===== src/verilog/masked_conv_consts.svh =====
// ====================
// Widths, register map, LFSR seed and converter latency.
// MC_LAT has to track the pipeline depth of masked_a2b_conv.
// ====================
`ifndef MASKED_CONV_CONSTS_SVH
`define MASKED_CONV_CONSTS_SVH

`define MC_WIDTH      8                 // Share width
`define MC_ADDR_W     5                 // AXI4-Lite address bits
`define MC_DATA_W     32                // AXI4-Lite data bits
`define MC_LAT        (`MC_WIDTH + 2)   // Converter input to output, in cycles
`define MC_LFSR_SEED  32'hACE1_2B57     // Not an entropy source

`define MC_REG_CTRL   5'h00             // W: bit 0 start, bit 1 zeroize
`define MC_REG_SHARE0 5'h04             // RW: arithmetic share 0
`define MC_REG_SHARE1 5'h08             // RW: arithmetic share 1
`define MC_REG_STATUS 5'h0C             // R: bit 0 busy, bit 1 done
`define MC_REG_RES0   5'h10             // R: Boolean share 0
`define MC_REG_RES1   5'h14             // R: Boolean share 1

`endif

===== src/verilog/masked_conv_pkg.sv =====
// ====================
// Shared types; widths come from the consts header
// ====================
`include "masked_conv_consts.svh"

package masked_conv_pkg;

    typedef logic [`MC_WIDTH-1:0]  word_t;       // One data word
    typedef logic [1:0]            share_bit_t;  // Bit 0 share0, bit 1 share1
    typedef logic [`MC_ADDR_W-1:0] axi_addr_t;
    typedef logic [`MC_DATA_W-1:0] axi_data_t;

    typedef enum logic [1:0] {
        OKAY   = 2'b00,
        SLVERR = 2'b10
    } axi_resp_t;

    // Share pair, arithmetic on the way in, Boolean on the way out
    typedef struct packed {
        word_t share0;
        word_t share1;
    } masked_word_t;

    typedef struct packed {
        word_t rnd;      // Adder refresh bits
        word_t rnd_b0;   // Remask of share 0
        word_t rnd_b1;   // Remask of share 1
    } rnd_bundle_t;

    // Master to slave
    typedef struct packed {
        logic      awvalid;
        axi_addr_t awaddr;
        logic      wvalid;
        axi_data_t wdata;
        logic      bready;
        logic      arvalid;
        axi_addr_t araddr;
        logic      rready;
    } axi_req_t;

    // Slave to master
    typedef struct packed {
        logic      awready;
        logic      wready;
        logic      bvalid;
        axi_resp_t bresp;
        logic      arready;
        logic      rvalid;
        axi_data_t rdata;
        axi_resp_t rresp;
    } axi_rsp_t;

endpackage


===== src/verilog/masked_conv_top.sv =====
// ====================
// Masked A2B converter behind an AXI4-Lite register block
// ====================
`timescale 1ns/1ps
`include "masked_conv_consts.svh"

module masked_conv_top (
    input  logic                      clk,
    input  logic                      rst_n,
    input  masked_conv_pkg::axi_req_t axi_req_i,
    output masked_conv_pkg::axi_rsp_t axi_rsp_o
);

    masked_conv_pkg::masked_word_t conv_in;   // Arithmetic shares to converter
    masked_conv_pkg::masked_word_t conv_out;  // Boolean shares back
    masked_conv_pkg::rnd_bundle_t  rnd;       // Fresh masks, every cycle
    logic                          zeroize;

    masked_conv_regs u_regs (
        .clk        (clk),
        .rst_n      (rst_n),
        .axi_req_i  (axi_req_i),
        .axi_rsp_o  (axi_rsp_o),
        .conv_in_o  (conv_in),
        .conv_out_i (conv_out),
        .zeroize_o  (zeroize)
    );

    mask_rng u_rng (
        .clk       (clk),
        .rst_n     (rst_n),
        .zeroize_i (zeroize),
        .rnd_o     (rnd)
    );

    masked_a2b_conv #(
        .WIDTH (`MC_WIDTH)
    ) u_conv (
        .clk       (clk),
        .rst_n     (rst_n),
        .zeroize_i (zeroize),
        .a_i       (conv_in),
        .rnd_i     (rnd),
        .b_o       (conv_out)
    );

endmodule


===== src/verilog/masked_conv_regs.sv =====
// ====================
// AXI4-Lite slave, one outstanding read and one write.
// No wstrb, whole-word writes only; results tracked by a token shift register.
// ====================
`timescale 1ns/1ps
`include "masked_conv_consts.svh"

module masked_conv_regs (
    input  logic                          clk,
    input  logic                          rst_n,
    input  masked_conv_pkg::axi_req_t     axi_req_i,
    output masked_conv_pkg::axi_rsp_t     axi_rsp_o,
    output masked_conv_pkg::masked_word_t conv_in_o,
    input  masked_conv_pkg::masked_word_t conv_out_i,
    output logic                          zeroize_o
);

    // ==================== Declarations
    logic                          wr_fire, rd_fire;    // Channel transfers
    logic                          wr_ok, rd_ok;        // Address decode result
    logic                          wr_ctrl, wr_start, wr_zero;
    logic                          bvalid_q, rvalid_q;
    masked_conv_pkg::axi_resp_t    bresp_q, rresp_q;
    masked_conv_pkg::axi_data_t    rd_data, rdata_q;
    masked_conv_pkg::word_t        share0_q, share1_q;
    masked_conv_pkg::word_t        res0_q, res1_q;
    masked_conv_pkg::masked_word_t conv_in_q;
    logic                          start_q, zeroize_q, done_q, busy;
    logic [`MC_LAT-1:0]            tok_q;               // One bit per in-flight stage

    // ==================== Write channel
    assign wr_fire  = axi_req_i.awvalid && axi_req_i.wvalid && !bvalid_q;
    assign wr_ctrl  = wr_fire && (axi_req_i.awaddr == `MC_REG_CTRL);
    assign wr_start = wr_ctrl && axi_req_i.wdata[0];
    assign wr_zero  = wr_ctrl && axi_req_i.wdata[1];
    assign wr_ok    = (axi_req_i.awaddr == `MC_REG_CTRL)   ||
                      (axi_req_i.awaddr == `MC_REG_SHARE0) ||
                      (axi_req_i.awaddr == `MC_REG_SHARE1);  // Status and results are read-only

    always_ff @(posedge clk or negedge rst_n) begin
        if (!rst_n) begin
            bvalid_q <= 1'b0;
            bresp_q  <= masked_conv_pkg::OKAY;
        end else if (wr_fire) begin
            bvalid_q <= 1'b1;
            bresp_q  <= wr_ok ? masked_conv_pkg::OKAY : masked_conv_pkg::SLVERR;
        end else if (axi_req_i.bready) begin
            bvalid_q <= 1'b0;
        end
    end

    always_ff @(posedge clk or negedge rst_n) begin
        if (!rst_n) begin
            share0_q <= '0;
            share1_q <= '0;
        end else if (wr_fire && (axi_req_i.awaddr == `MC_REG_SHARE0)) begin
            share0_q <= axi_req_i.wdata[`MC_WIDTH-1:0];
        end else if (wr_fire && (axi_req_i.awaddr == `MC_REG_SHARE1)) begin
            share1_q <= axi_req_i.wdata[`MC_WIDTH-1:0];
        end
    end

    // ==================== Read channel
    always_comb begin
        rd_data = '0;
        rd_ok   = 1'b1;
        case (axi_req_i.araddr)
            `MC_REG_CTRL:   rd_data = '0;  // Command bits self-clear
            `MC_REG_SHARE0: rd_data = masked_conv_pkg::axi_data_t'(share0_q);
            `MC_REG_SHARE1: rd_data = masked_conv_pkg::axi_data_t'(share1_q);
            `MC_REG_STATUS: rd_data = {{(`MC_DATA_W-2){1'b0}}, done_q, busy};
            `MC_REG_RES0:   rd_data = masked_conv_pkg::axi_data_t'(res0_q);
            `MC_REG_RES1:   rd_data = masked_conv_pkg::axi_data_t'(res1_q);
            default:        rd_ok   = 1'b0;  // Unmapped, data stays 0
        endcase
    end

    assign rd_fire = axi_req_i.arvalid && !rvalid_q;

    always_ff @(posedge clk or negedge rst_n) begin
        if (!rst_n) begin
            rvalid_q <= 1'b0;
            rdata_q  <= '0;
            rresp_q  <= masked_conv_pkg::OKAY;
        end else if (rd_fire) begin
            rvalid_q <= 1'b1;
            rdata_q  <= rd_data;
            rresp_q  <= rd_ok ? masked_conv_pkg::OKAY : masked_conv_pkg::SLVERR;
        end else if (axi_req_i.rready) begin
            rvalid_q <= 1'b0;
        end
    end

    // ==================== Conversion control
    // Start latches the shares, converter samples them on the next edge
    always_ff @(posedge clk or negedge rst_n) begin
        if (!rst_n) begin
            start_q   <= 1'b0;
            zeroize_q <= 1'b0;
            conv_in_q <= '0;
        end else begin
            start_q   <= wr_start;
            zeroize_q <= wr_zero;   // One-cycle pulse
            if (wr_start) begin
                conv_in_q.share0 <= share0_q;
                conv_in_q.share1 <= share1_q;
            end
        end
    end

    // Token enters with the converter sample, leaves when its result is valid
    always_ff @(posedge clk or negedge rst_n) begin
        if (!rst_n) begin
            tok_q  <= '0;
            res0_q <= '0;
            res1_q <= '0;
            done_q <= 1'b0;
        end else if (zeroize_q) begin
            tok_q  <= '0;
            res0_q <= '0;
            res1_q <= '0;
            done_q <= 1'b0;
        end else begin
            tok_q <= {tok_q[`MC_LAT-2:0], start_q};
            if (tok_q[`MC_LAT-1]) begin
                res0_q <= conv_out_i.share0;
                res1_q <= conv_out_i.share1;
            end
            if (wr_start) begin
                done_q <= 1'b0;                // New launch hides the old result
            end else if (tok_q[`MC_LAT-1]) begin
                done_q <= 1'b1;
            end
        end
    end

    assign busy = start_q || (|tok_q);

    // ==================== Outputs
    assign axi_rsp_o.awready = wr_fire;
    assign axi_rsp_o.wready  = wr_fire;
    assign axi_rsp_o.bvalid  = bvalid_q;
    assign axi_rsp_o.bresp   = bresp_q;
    assign axi_rsp_o.arready = !rvalid_q;
    assign axi_rsp_o.rvalid  = rvalid_q;
    assign axi_rsp_o.rdata   = rdata_q;
    assign axi_rsp_o.rresp   = rresp_q;
    assign conv_in_o         = conv_in_q;
    assign zeroize_o         = zeroize_q;

endmodule


===== src/verilog/mask_rng.sv =====
// ====================
// Deterministic 32-bit Galois LFSR mask source, fixed seed.
// Stand-in only, never use as real randomness.
// ====================
`timescale 1ns/1ps
`include "masked_conv_consts.svh"

module mask_rng (
    input  logic                         clk,
    input  logic                         rst_n,
    input  logic                         zeroize_i,  // Reseed
    output masked_conv_pkg::rnd_bundle_t rnd_o
);

    localparam logic [31:0] LFSR_POLY = 32'h8020_0003;  // x^32+x^22+x^2+x+1
    localparam logic [4:0]  ROT_STEP  = 5'd7;           // Odd, visits every offset

    logic [31:0] lfsr_q;
    logic [4:0]  rot_q;     // Slice offset
    logic [63:0] lfsr_dbl;  // Doubled state for wrap-around slicing
    logic [23:0] slice;

    always_ff @(posedge clk or negedge rst_n) begin
        if (!rst_n) begin
            lfsr_q <= `MC_LFSR_SEED;
            rot_q  <= '0;
        end else if (zeroize_i) begin
            lfsr_q <= `MC_LFSR_SEED;
            rot_q  <= '0;
        end else begin
            lfsr_q <= {1'b0, lfsr_q[31:1]} ^ (lfsr_q[0] ? LFSR_POLY : 32'h0);  // Right-shift Galois
            rot_q  <= rot_q + ROT_STEP;
        end
    end

    // Rotated window, so outputs are not plain shifts of each other
    assign lfsr_dbl = {lfsr_q, lfsr_q};
    assign slice    = lfsr_dbl[rot_q +: 24];

    assign rnd_o.rnd    = slice[7:0];
    assign rnd_o.rnd_b0 = slice[15:8];
    assign rnd_o.rnd_b1 = slice[23:16];

endmodule


===== src/verilog/masked_a2b_conv.sv =====
// ====================
// Arithmetic to Boolean shares via a masked ripple-carry adder.
// Latency WIDTH+2, one new word per cycle, no valid tracking here.
// ====================
`timescale 1ns/1ps

module masked_a2b_conv #(
    parameter int WIDTH = 8
) (
    input  logic                          clk,
    input  logic                          rst_n,
    input  logic                          zeroize_i,
    input  masked_conv_pkg::masked_word_t a_i,    // Arithmetic shares
    input  masked_conv_pkg::rnd_bundle_t  rnd_i,  // Fresh every cycle
    output masked_conv_pkg::masked_word_t b_o     // Boolean shares
);

    masked_conv_pkg::share_bit_t carry   [WIDTH];  // Carry into bit i
    masked_conv_pkg::share_bit_t sum_out [WIDTH];  // Aligned sum pairs

    // Bit 0 carry is a fresh sharing of zero, the spare random bit masks it
    assign carry[0] = {rnd_i.rnd[WIDTH-1], rnd_i.rnd[WIDTH-1]};

    genvar g;
    for (g = 0; g < WIDTH; g++) begin : gen_bit
        masked_conv_pkg::share_bit_t [g:0]         x_dly;  // Share 0 operand, skewed by g
        masked_conv_pkg::share_bit_t [g:0]         y_dly;  // Share 1 operand, skewed by g
        masked_conv_pkg::share_bit_t               s_bit;  // Sum pair of this bit
        masked_conv_pkg::share_bit_t [WIDTH-1-g:0] s_dly;  // Deskew toward the output

        // Remask each arithmetic bit into a Boolean pair, then delay by g stages
        always_ff @(posedge clk or negedge rst_n) begin
            if (!rst_n) begin
                x_dly <= '0;
                y_dly <= '0;
            end else if (zeroize_i) begin
                x_dly <= '0;
                y_dly <= '0;
            end else begin
                x_dly[0] <= {rnd_i.rnd_b0[g], a_i.share0[g] ^ rnd_i.rnd_b0[g]};
                y_dly[0] <= {rnd_i.rnd_b1[g], a_i.share1[g] ^ rnd_i.rnd_b1[g]};
                for (int j = 1; j <= g; j++) begin
                    x_dly[j] <= x_dly[j-1];
                    y_dly[j] <= y_dly[j-1];
                end
            end
        end

        if (g < WIDTH-1) begin : gen_fa
            masked_full_adder u_fa (
                .clk       (clk),
                .rst_n     (rst_n),
                .zeroize_i (zeroize_i),
                .x_i       (x_dly[g]),
                .y_i       (y_dly[g]),
                .c_i       (carry[g]),
                .rnd_i     (rnd_i.rnd[g]),
                .s_o       (s_bit),
                .c_o       (carry[g+1])   // Lines up with x_dly of the next bit
            );
        end else begin : gen_msb
            // Top bit has no carry out, a plain XOR is enough
            always_ff @(posedge clk or negedge rst_n) begin
                if (!rst_n) begin
                    s_bit <= '0;
                end else if (zeroize_i) begin
                    s_bit <= '0;
                end else begin
                    s_bit <= x_dly[g] ^ y_dly[g] ^ carry[g];
                end
            end
        end

        // Low bits finish early, hold them until the top bit is ready
        always_ff @(posedge clk or negedge rst_n) begin
            if (!rst_n) begin
                s_dly <= '0;
            end else if (zeroize_i) begin
                s_dly <= '0;
            end else begin
                s_dly[0] <= s_bit;
                for (int j = 1; j <= WIDTH-1-g; j++) begin
                    s_dly[j] <= s_dly[j-1];
                end
            end
        end

        assign sum_out[g] = s_dly[WIDTH-1-g];
    end

    // Regroup per-bit pairs into two share words
    always_comb begin
        for (int i = 0; i < WIDTH; i++) begin
            b_o.share0[i] = sum_out[i][0];
            b_o.share1[i] = sum_out[i][1];
        end
    end

endmodule


===== src/verilog/masked_full_adder.sv =====
// ====================
// First-order masked full adder, one cycle latency.
// rnd_i must be fresh every cycle or the AND leaks.
// ====================
`timescale 1ns/1ps

module masked_full_adder (
    input  logic                        clk,
    input  logic                        rst_n,
    input  logic                        zeroize_i,
    input  masked_conv_pkg::share_bit_t x_i,
    input  masked_conv_pkg::share_bit_t y_i,
    input  masked_conv_pkg::share_bit_t c_i,
    input  logic                        rnd_i,
    output masked_conv_pkg::share_bit_t s_o,
    output masked_conv_pkg::share_bit_t c_o
);

    masked_conv_pkg::share_bit_t xc;    // x ^ c, share-wise
    masked_conv_pkg::share_bit_t yc;    // y ^ c, share-wise
    masked_conv_pkg::share_bit_t prod;  // Masked (x^c)&(y^c)
    masked_conv_pkg::share_bit_t s_q;
    masked_conv_pkg::share_bit_t c_q;

    // Carry is maj(x,y,c) = ((x^c) & (y^c)) ^ c, so only one AND is needed
    assign xc = x_i ^ c_i;
    assign yc = y_i ^ c_i;

    // Domain-oriented AND, cross-domain terms hidden by rnd_i
    assign prod[0] = (xc[0] & yc[0]) ^ ((xc[0] & yc[1]) ^ rnd_i);
    assign prod[1] = (xc[1] & yc[1]) ^ ((xc[1] & yc[0]) ^ rnd_i);

    always_ff @(posedge clk or negedge rst_n) begin
        if (!rst_n) begin
            s_q <= '0;
            c_q <= '0;
        end else if (zeroize_i) begin
            s_q <= '0;
            c_q <= '0;
        end else begin
            s_q <= x_i ^ y_i ^ c_i;  // Linear, stays share-wise
            c_q <= prod ^ c_i;
        end
    end

    assign s_o = s_q;
    assign c_o = c_q;

endmodule


===== config.mk =====
export PLATFORM = sky130hd
export DESIGN_NAME = masked_conv_top
export DESIGN_NICKNAME = d
export VERILOG_FILES = /design/src/verilog/masked_conv_pkg.sv /design/src/verilog/masked_conv_top.sv /design/src/verilog/masked_conv_regs.sv /design/src/verilog/mask_rng.sv /design/src/verilog/masked_a2b_conv.sv /design/src/verilog/masked_full_adder.sv
export VERILOG_INCLUDE_DIRS = /design/src /design/src/verilog
export SDC_FILE = /design/constraint.sdc
export NUM_CORES = 1
export LEC_CHECK = 0
export BUFFER_PORTS_ARGS = -buffer_cell sky130_fd_sc_hd__buf_2
export CAP_MARGIN = 20
export CORE_ASPECT_RATIO = 1.2
export CORE_MARGIN = 2
export CORE_UTILIZATION = 30
export CTS_BUF_LIST = sky130_fd_sc_hd__clkbuf_16
export DETAILED_ROUTE_END_ITERATION = 10
export PLACE_DENSITY = 0.53
export SLEW_MARGIN = 20
export SYNTH_ARGS = -nofsm -noshare
export SYNTH_HDL_FRONTEND = slang
export SYNTH_HIERARCHICAL = 1
export SYNTH_SLANG_ARGS = --single-unit

===== constraint.sdc =====
create_clock -name clk -period 2.9 [get_ports clk]
set_input_delay 0.145 -clock clk [delete_from_list [all_inputs] [get_ports clk]]
set_output_delay 0.145 -clock clk [all_outputs]
set_load 0.05 [all_outputs]

# Word-level counts from Yosys, hierarchy flattened
# Index checks and enable logic that the tools add are counted.
[op_classes] addsub=1 mul=0 div_mod_pow=0 n_lt_le_gt_ge=0 eq_ne=7 shift=1 mux=58 n_bitwise=111 n_reduce_logical=22
[ops] op="XOR 2 bit" count=37
[ops] op="2-to-1 mux 32 bit" count=2
[ops] op="variable part select 64 x 6 -> 24 bit" count=1
[ops] op="2-to-1 mux 8 bit" count=7
[ops] op="2-to-1 mux 16 bit" count=3
[ops] op="XOR 1 bit" count=44
[ops] op="2-to-1 mux 14 bit" count=3
[ops] op="2-to-1 mux 10 bit" count=4
[ops] op="2-to-1 mux 2 bit" count=20
[ops] op="case mux 8 bit (5 select lines)" count=1
[ops] op="2-to-1 mux 12 bit" count=3
[ops] op="XOR 31 x 32 -> 32 bit" count=1
[ops] op="AND 1 bit" count=28
[ops] op="2-to-1 mux 6 bit" count=3
[ops] op="equality test 5 x 4 -> 1 bit (second input constant)" count=3
[ops] op="2-to-1 mux 4 bit" count=3
[ops] op="equality test 5 x 3 -> 1 bit (second input constant)" count=2
[ops] op="equality test 5 bit (second input constant)" count=2
[ops] op="zero test 5 bit" count=2
[ops] op="OR reduction 10 bit" count=1
[ops] op="logical AND 1 bit" count=8
[ops] op="2-to-1 mux 1 bit" count=8
[ops] op="nonzero test 2 bit" count=3
[ops] op="OR reduction 6 bit" count=1
[ops] op="7 further kinds" count=10
[totals] register_bits=382 latchBits=0 mem_bits_rw=0 rom_bits=0 input_bits=49 out_inout_bits=41 wordCells=340 memories=0

# Longest topological paths before layout
[logic_depth] word_depth=7 ltp_mapped=12

# Cells and area by module
# The synthesis kept the hierarchy.
[modules_own_cells] module="masked_a2b_conv" n_inst=1 cells_each=492 area_per_inst_um2=7195.7
[modules_own_cells] module="mask_rng" n_inst=1 cells_each=375 area_per_inst_um2=4078.9
[modules_own_cells] module="masked_conv_regs" n_inst=1 cells_each=261 area_per_inst_um2=3290.7
[modules_own_cells] module="masked_full_adder" n_inst=7 cells_each=32 area_per_inst_um2=349.1

# Least setup slack after synthesis
# OpenSTA, ideal clock, no wires.
[synth_path] path_type="register to register" startpoint="register u_rng.rot_q[1]" endpoint="register u_conv.gen_bit[0].gen_fa.u_fa.c_q[1]" setup_ns=0.125 arrival_time_ns=2.866 slack_ns=-0.091 stages_incl_launch_ff=11 path_buffers=3 synth_period_minus_slack_ns=2.991 cell_sequence="dfrtp_1 buf_6 buf_6 buf_2 mux2_2 o22ai_1 nor2_1 mux4_2 xor3_1 maj3_2 mux2_4"
[synth_rtl] item="start, declared" line="mask_rng.sv:19" text="logic [4:0] rot_q;"
[synth_rtl] item="start signal, assigned" line="mask_rng.sv:32" text="rot_q <= rot_q + ROT_STEP;"
[synth_rtl] item="end signal, assigned" line="masked_full_adder.sv:42" text="c_q <= prod ^ c_i;"
[synth_rtl] item="end, declared" line="masked_full_adder.sv:23" text="masked_conv_pkg::share_bit_t c_q;"

==> impl_metrics.csv <==
group,metric,value,unit
clock_network,cts_inserted_buffers,40,
timing,fin_crit,2930,ps
place,place_inst,2104,
floorplan,ios,90,
timing,final_hold_viol_count,0,
floorplan,die_height,265,um
timing,tightestPinTransition,1010,ps
synth,syn-mean-instance-area,12.6,um2
critical_path,regToRegSetupSlack,-30,ps
synth,post_synth_num_cell_types,74,
drt,post-route-drc-count,0,
status,violations_in_the_final_reports,"negative setup slack",
cells_and_area,n_fill_cell,5427,
global_routing,grt.total_usage,13.1,%
synth,yosys_most_used_dff,"dfrtp_1",
cells_and_area,layout.cells.non_filler,2207,
timing,clock_skew,23.8,ps
critical_path,critPathCaptureType,"flip-flop",
floorplan,initial_core_utilization,30.4,%
critical_path,timing.critical_path.from_type,"flip-flop",
cells_and_area,multi_input_area,7450,um2
synth,ys.warnings.count,6,
floorplan,placement_rows,95,
clock_network,numClockSinks,356,
drt,via_per_inst,4.75,
synth,synth_edf_count,0,
timing,timing.fmax,342,MHz
pwr,power_per_cell_area,1270,nW/um2
floorplan,core_region_area,56000,um2
clock_network,worst_setup_hold_path_clk_slew,60,ps
clock_network,htreeDepth,2,
status,run_status,"finished with violations",
timing,final-setup-viol-count,2,
worst_hold_path,hold_path_end,"u_regs/rdata_q[0]",
critical_path,timing.rr.start,"u_rng/rot_q[1]",
pwr,vdd.ir_drop.worst,0.538,mV
clock_network,clock-root-buffer,"clkbuf_16",
critical_path,reg2reg_to,"u_conv/gen_bit[0].gen_fa.u_fa/c_o[1]",
critical_path,crit_fanout,5,
worst_hold_path,holdPathStages,4,
global_routing,global_route_wire_length_before_repair,60800,um
floorplan,die_x,221,um
global_routing,grt_antenna_before_repair,0,
clock_network,worstSkewPairLatency,560,ps
timing,fin_setup_tns,-47.8,ps
drt,detail_route.first_pass.iterations,5,
global_routing,first_global_vias,10601,
pwr,p_total,25.3,mW
drt,postRouteAntennaNets,0,
global_routing,pin_count_of_the_biggest_net_entering_global_routing,115,
worst_hold_path,hold_path.startpoint,"axi_req_i[6]",
drt,wl_per_cell,17.4,um
critical_path,ff2ff_path_depth,7,
place,dp.final_hpwl,26400,um
place,pre_cts_ws,-74.4,ps
timing,timing.final.max_slew_violations,0,
clock_network,tritoncts_clock_tree,"built",
synth,ys_async_sr_fraction,100,%
timing,unrepaired_setup_endpoints_after_global_routing,"true",
drt,routed-via-count,10483,
cells_and_area,area.growth.synth_to_final,17.2,%
synth,syn-instance-count,1352,
timing,setup_slack,-26.5,ps
synth,flip_flop_and_latch_count_after_synthesis,356,
critical_path,critical_path_arrival,3360,ps
timing,max-slew-margin-rel,32.8,%
timing,share_of_the_clock_period_used_by_the_worst_path,101,%
job,drv.max_cap_violation_count,0,
critical_path,crit_type,"flip-flop to flip-flop",
synth,seq_total_area_yosys,52.5,%
floorplan,die_area,58600,um2
global_routing,grt-ovfl-total,0,
worst_hold_path,min_path_type,"input pin to flip-flop",
drt,drt_iter0_drc,725,
cells_and_area,insertedDiodeCount,0,
drt,routed_wl,38500,um
pwr,cellLeakagePower,8.72,nW
cells_and_area,layout.core_utilization,35.6,%
cells_and_area,register_area,8940,um2
critical_path,critPathRequiredTime,3340,ps
cells_and_area,final_layout_size_suffix_gt1_share,27.2,%
clock_network,cts_buffer_depth,3,
place,gp_routability_congestion,0.909,
synth,syn_area,17000,um2
cells_and_area,design.final.nets,1499,
place,number_of_port_buffers,39,
-- synthesized netlist by cell type, types with 18 or more instances --
master | n | area, um2
nor2_1 | 86 | 323
mux2i_1 | 55 | 551
clkbuf_1 | 30 | 113
xnor2_1 | 28 | 245
buf_2 | 43 | 215
nand3_1 | 18 | 90.1
dfrtp_1 | 339 | 8480
or2_2 | 18 | 113
mux4_2 | 45 | 1010
nor2b_1 | 239 | 1500
mux2_2 | 53 | 597
buf_4 | 49 | 368
o22ai_1 | 24 | 150
nor4b_1 | 21 | 184
nand2_1 | 18 | 67.6
a22oi_1 | 28 | 210
-- sequential cells by signal, indices dropped and copies added (netlist names), 2 cells and up --
register and count:
u_conv/gen_bit.gen_fa.u_fa/s_o 14, u_regs/res1_q 8, u_rng/lfsr_q 32, u_conv/gen_bit.s_dly 58
u_conv/gen_bit.gen_fa.u_fa/c_o 14, u_regs/share1_q 8, u_conv/gen_bit.x_dly 72, u_regs/rdata_q 8
u_regs/conv_in_o 16, u_conv/gen_bit.y_dly 72, u_conv/b_o 14, u_rng/rot_q 5
u_regs/share0_q 8, u_conv/gen_bit.s_bit 2, u_regs/res0_q 8, u_regs/tok_q 10
-- worst max-delay path by stage --
stage / from / to / slack [ps]
after detailed placement: u_rng/rot_q[1] / u_conv/gen_bit[5].gen_fa.u_fa/c_o[0] / -70
after CTS: u_rng/rot_q[1] / u_conv/gen_bit[4].gen_fa.u_fa/c_o[0] / -20
after global placement: u_rng/rot_q[1] / u_conv/gen_bit[5].gen_fa.u_fa/c_o[0] / -80
after global routing: u_rng/rot_q[1] / u_conv/gen_bit[5].gen_fa.u_fa/c_o[0] / -100
after floorplan: u_rng/rot_q[1] / u_conv/gen_bit[5].gen_fa.u_fa/c_o[0] / 70
final: u_rng/rot_q[1] / u_conv/gen_bit[0].gen_fa.u_fa/c_o[1] / -30
-- layout by cell type (no fill, tap or decap), types with 8 or more instances in the layout --
cell           count
mux4_2            48
inv_1             17
nor2_1            84
buf_4             95
clkbuf_16         41
buf_2             39
or4b_1            14
mux2_4            24
nand2b_1          11
a22o_1             9
dlygate4sd3_1     21
conb_1            26
nor3_1            11
and2_1             9
or2_2             18
xnor2_1           28
buf_12             8
xor2_1            14
nand3_1           17
clkinv_1          12
a22oi_1           28
mux2i_1           53
mux2_2            44
nand2_1           18
dfrtp_1          336
dfstp_2           17
a31oi_1            9
o22ai_1           19
nor2b_1          239
nor4b_1           21
-- what timing repair did --
| item | in CTS | in global routing |
|---|---|---|
| endpoints found under the setup margin | 7 | 10 |
| hold endpoints to repair | 98 | 0 |
| pin swaps | 2 | 12 |
| gates resized for setup | 11 | 36 |
| setup buffers | 1 | 7 |
| hold buffers | 21 | 0 |
| cloned | 0 | 1 |
-- routing by layer --
layer	vias up	track usage (%)	share of wire (%)
met5	-	0	0
met4	0	5.46	3.9
met3	88	2.11	3.6
met2	206	22.2	49
met1	5309	16.6	43
li1	4880	-	-
-- report_power, final --
part	total, mW	leakage [nW]	switching (mW)	internal (mW)
clock	4.60	0.628	1.99	2.61
sequential	8.49	4.29	1.29	7.20
combinational	12.2	3.80	5.52	6.70
-- per-stage QoR --
stage	area [um2]	hold WS, ps
floorplan	17100	-151
global placement	18200	196
detailed placement	18200	190
CTS	19700	5.67
global route	19900	50.8
finish	19900	34.6
-- critical path: stages, from the launching register on --
cell and delay (ps):
dfrtp_2 440, buf_12 150, mux4_1 550, mux2_4 320
mux4_2 520, xor3_1 210, maj3_2 330, mux2_4 290
-- cell type report --
class / instances / share of cell area, %
timing repair buffer: 171 / 7.03
multi-input combinational: 873 / 37.4
sequential: 356 / 44.8
clock buffer: 40 / 5.02
tap: 727 / 4.56
inverter: 7 / 0.132
clock inverter: 33 / 1.01
-- logic make-up after synthesis --
group / synth area share (%)
adders and majority gates: 0.537
other: 0.0220
buffers and inverters: 5.19
DFF: 52.5
xor gates and xnor gates: 3.46
AOI/OAI and AO/OA: 5.17
and+or+nand+nor: 18.5
muxes: 14.6
No activity file was read; power rests on OpenSTA's default activity.
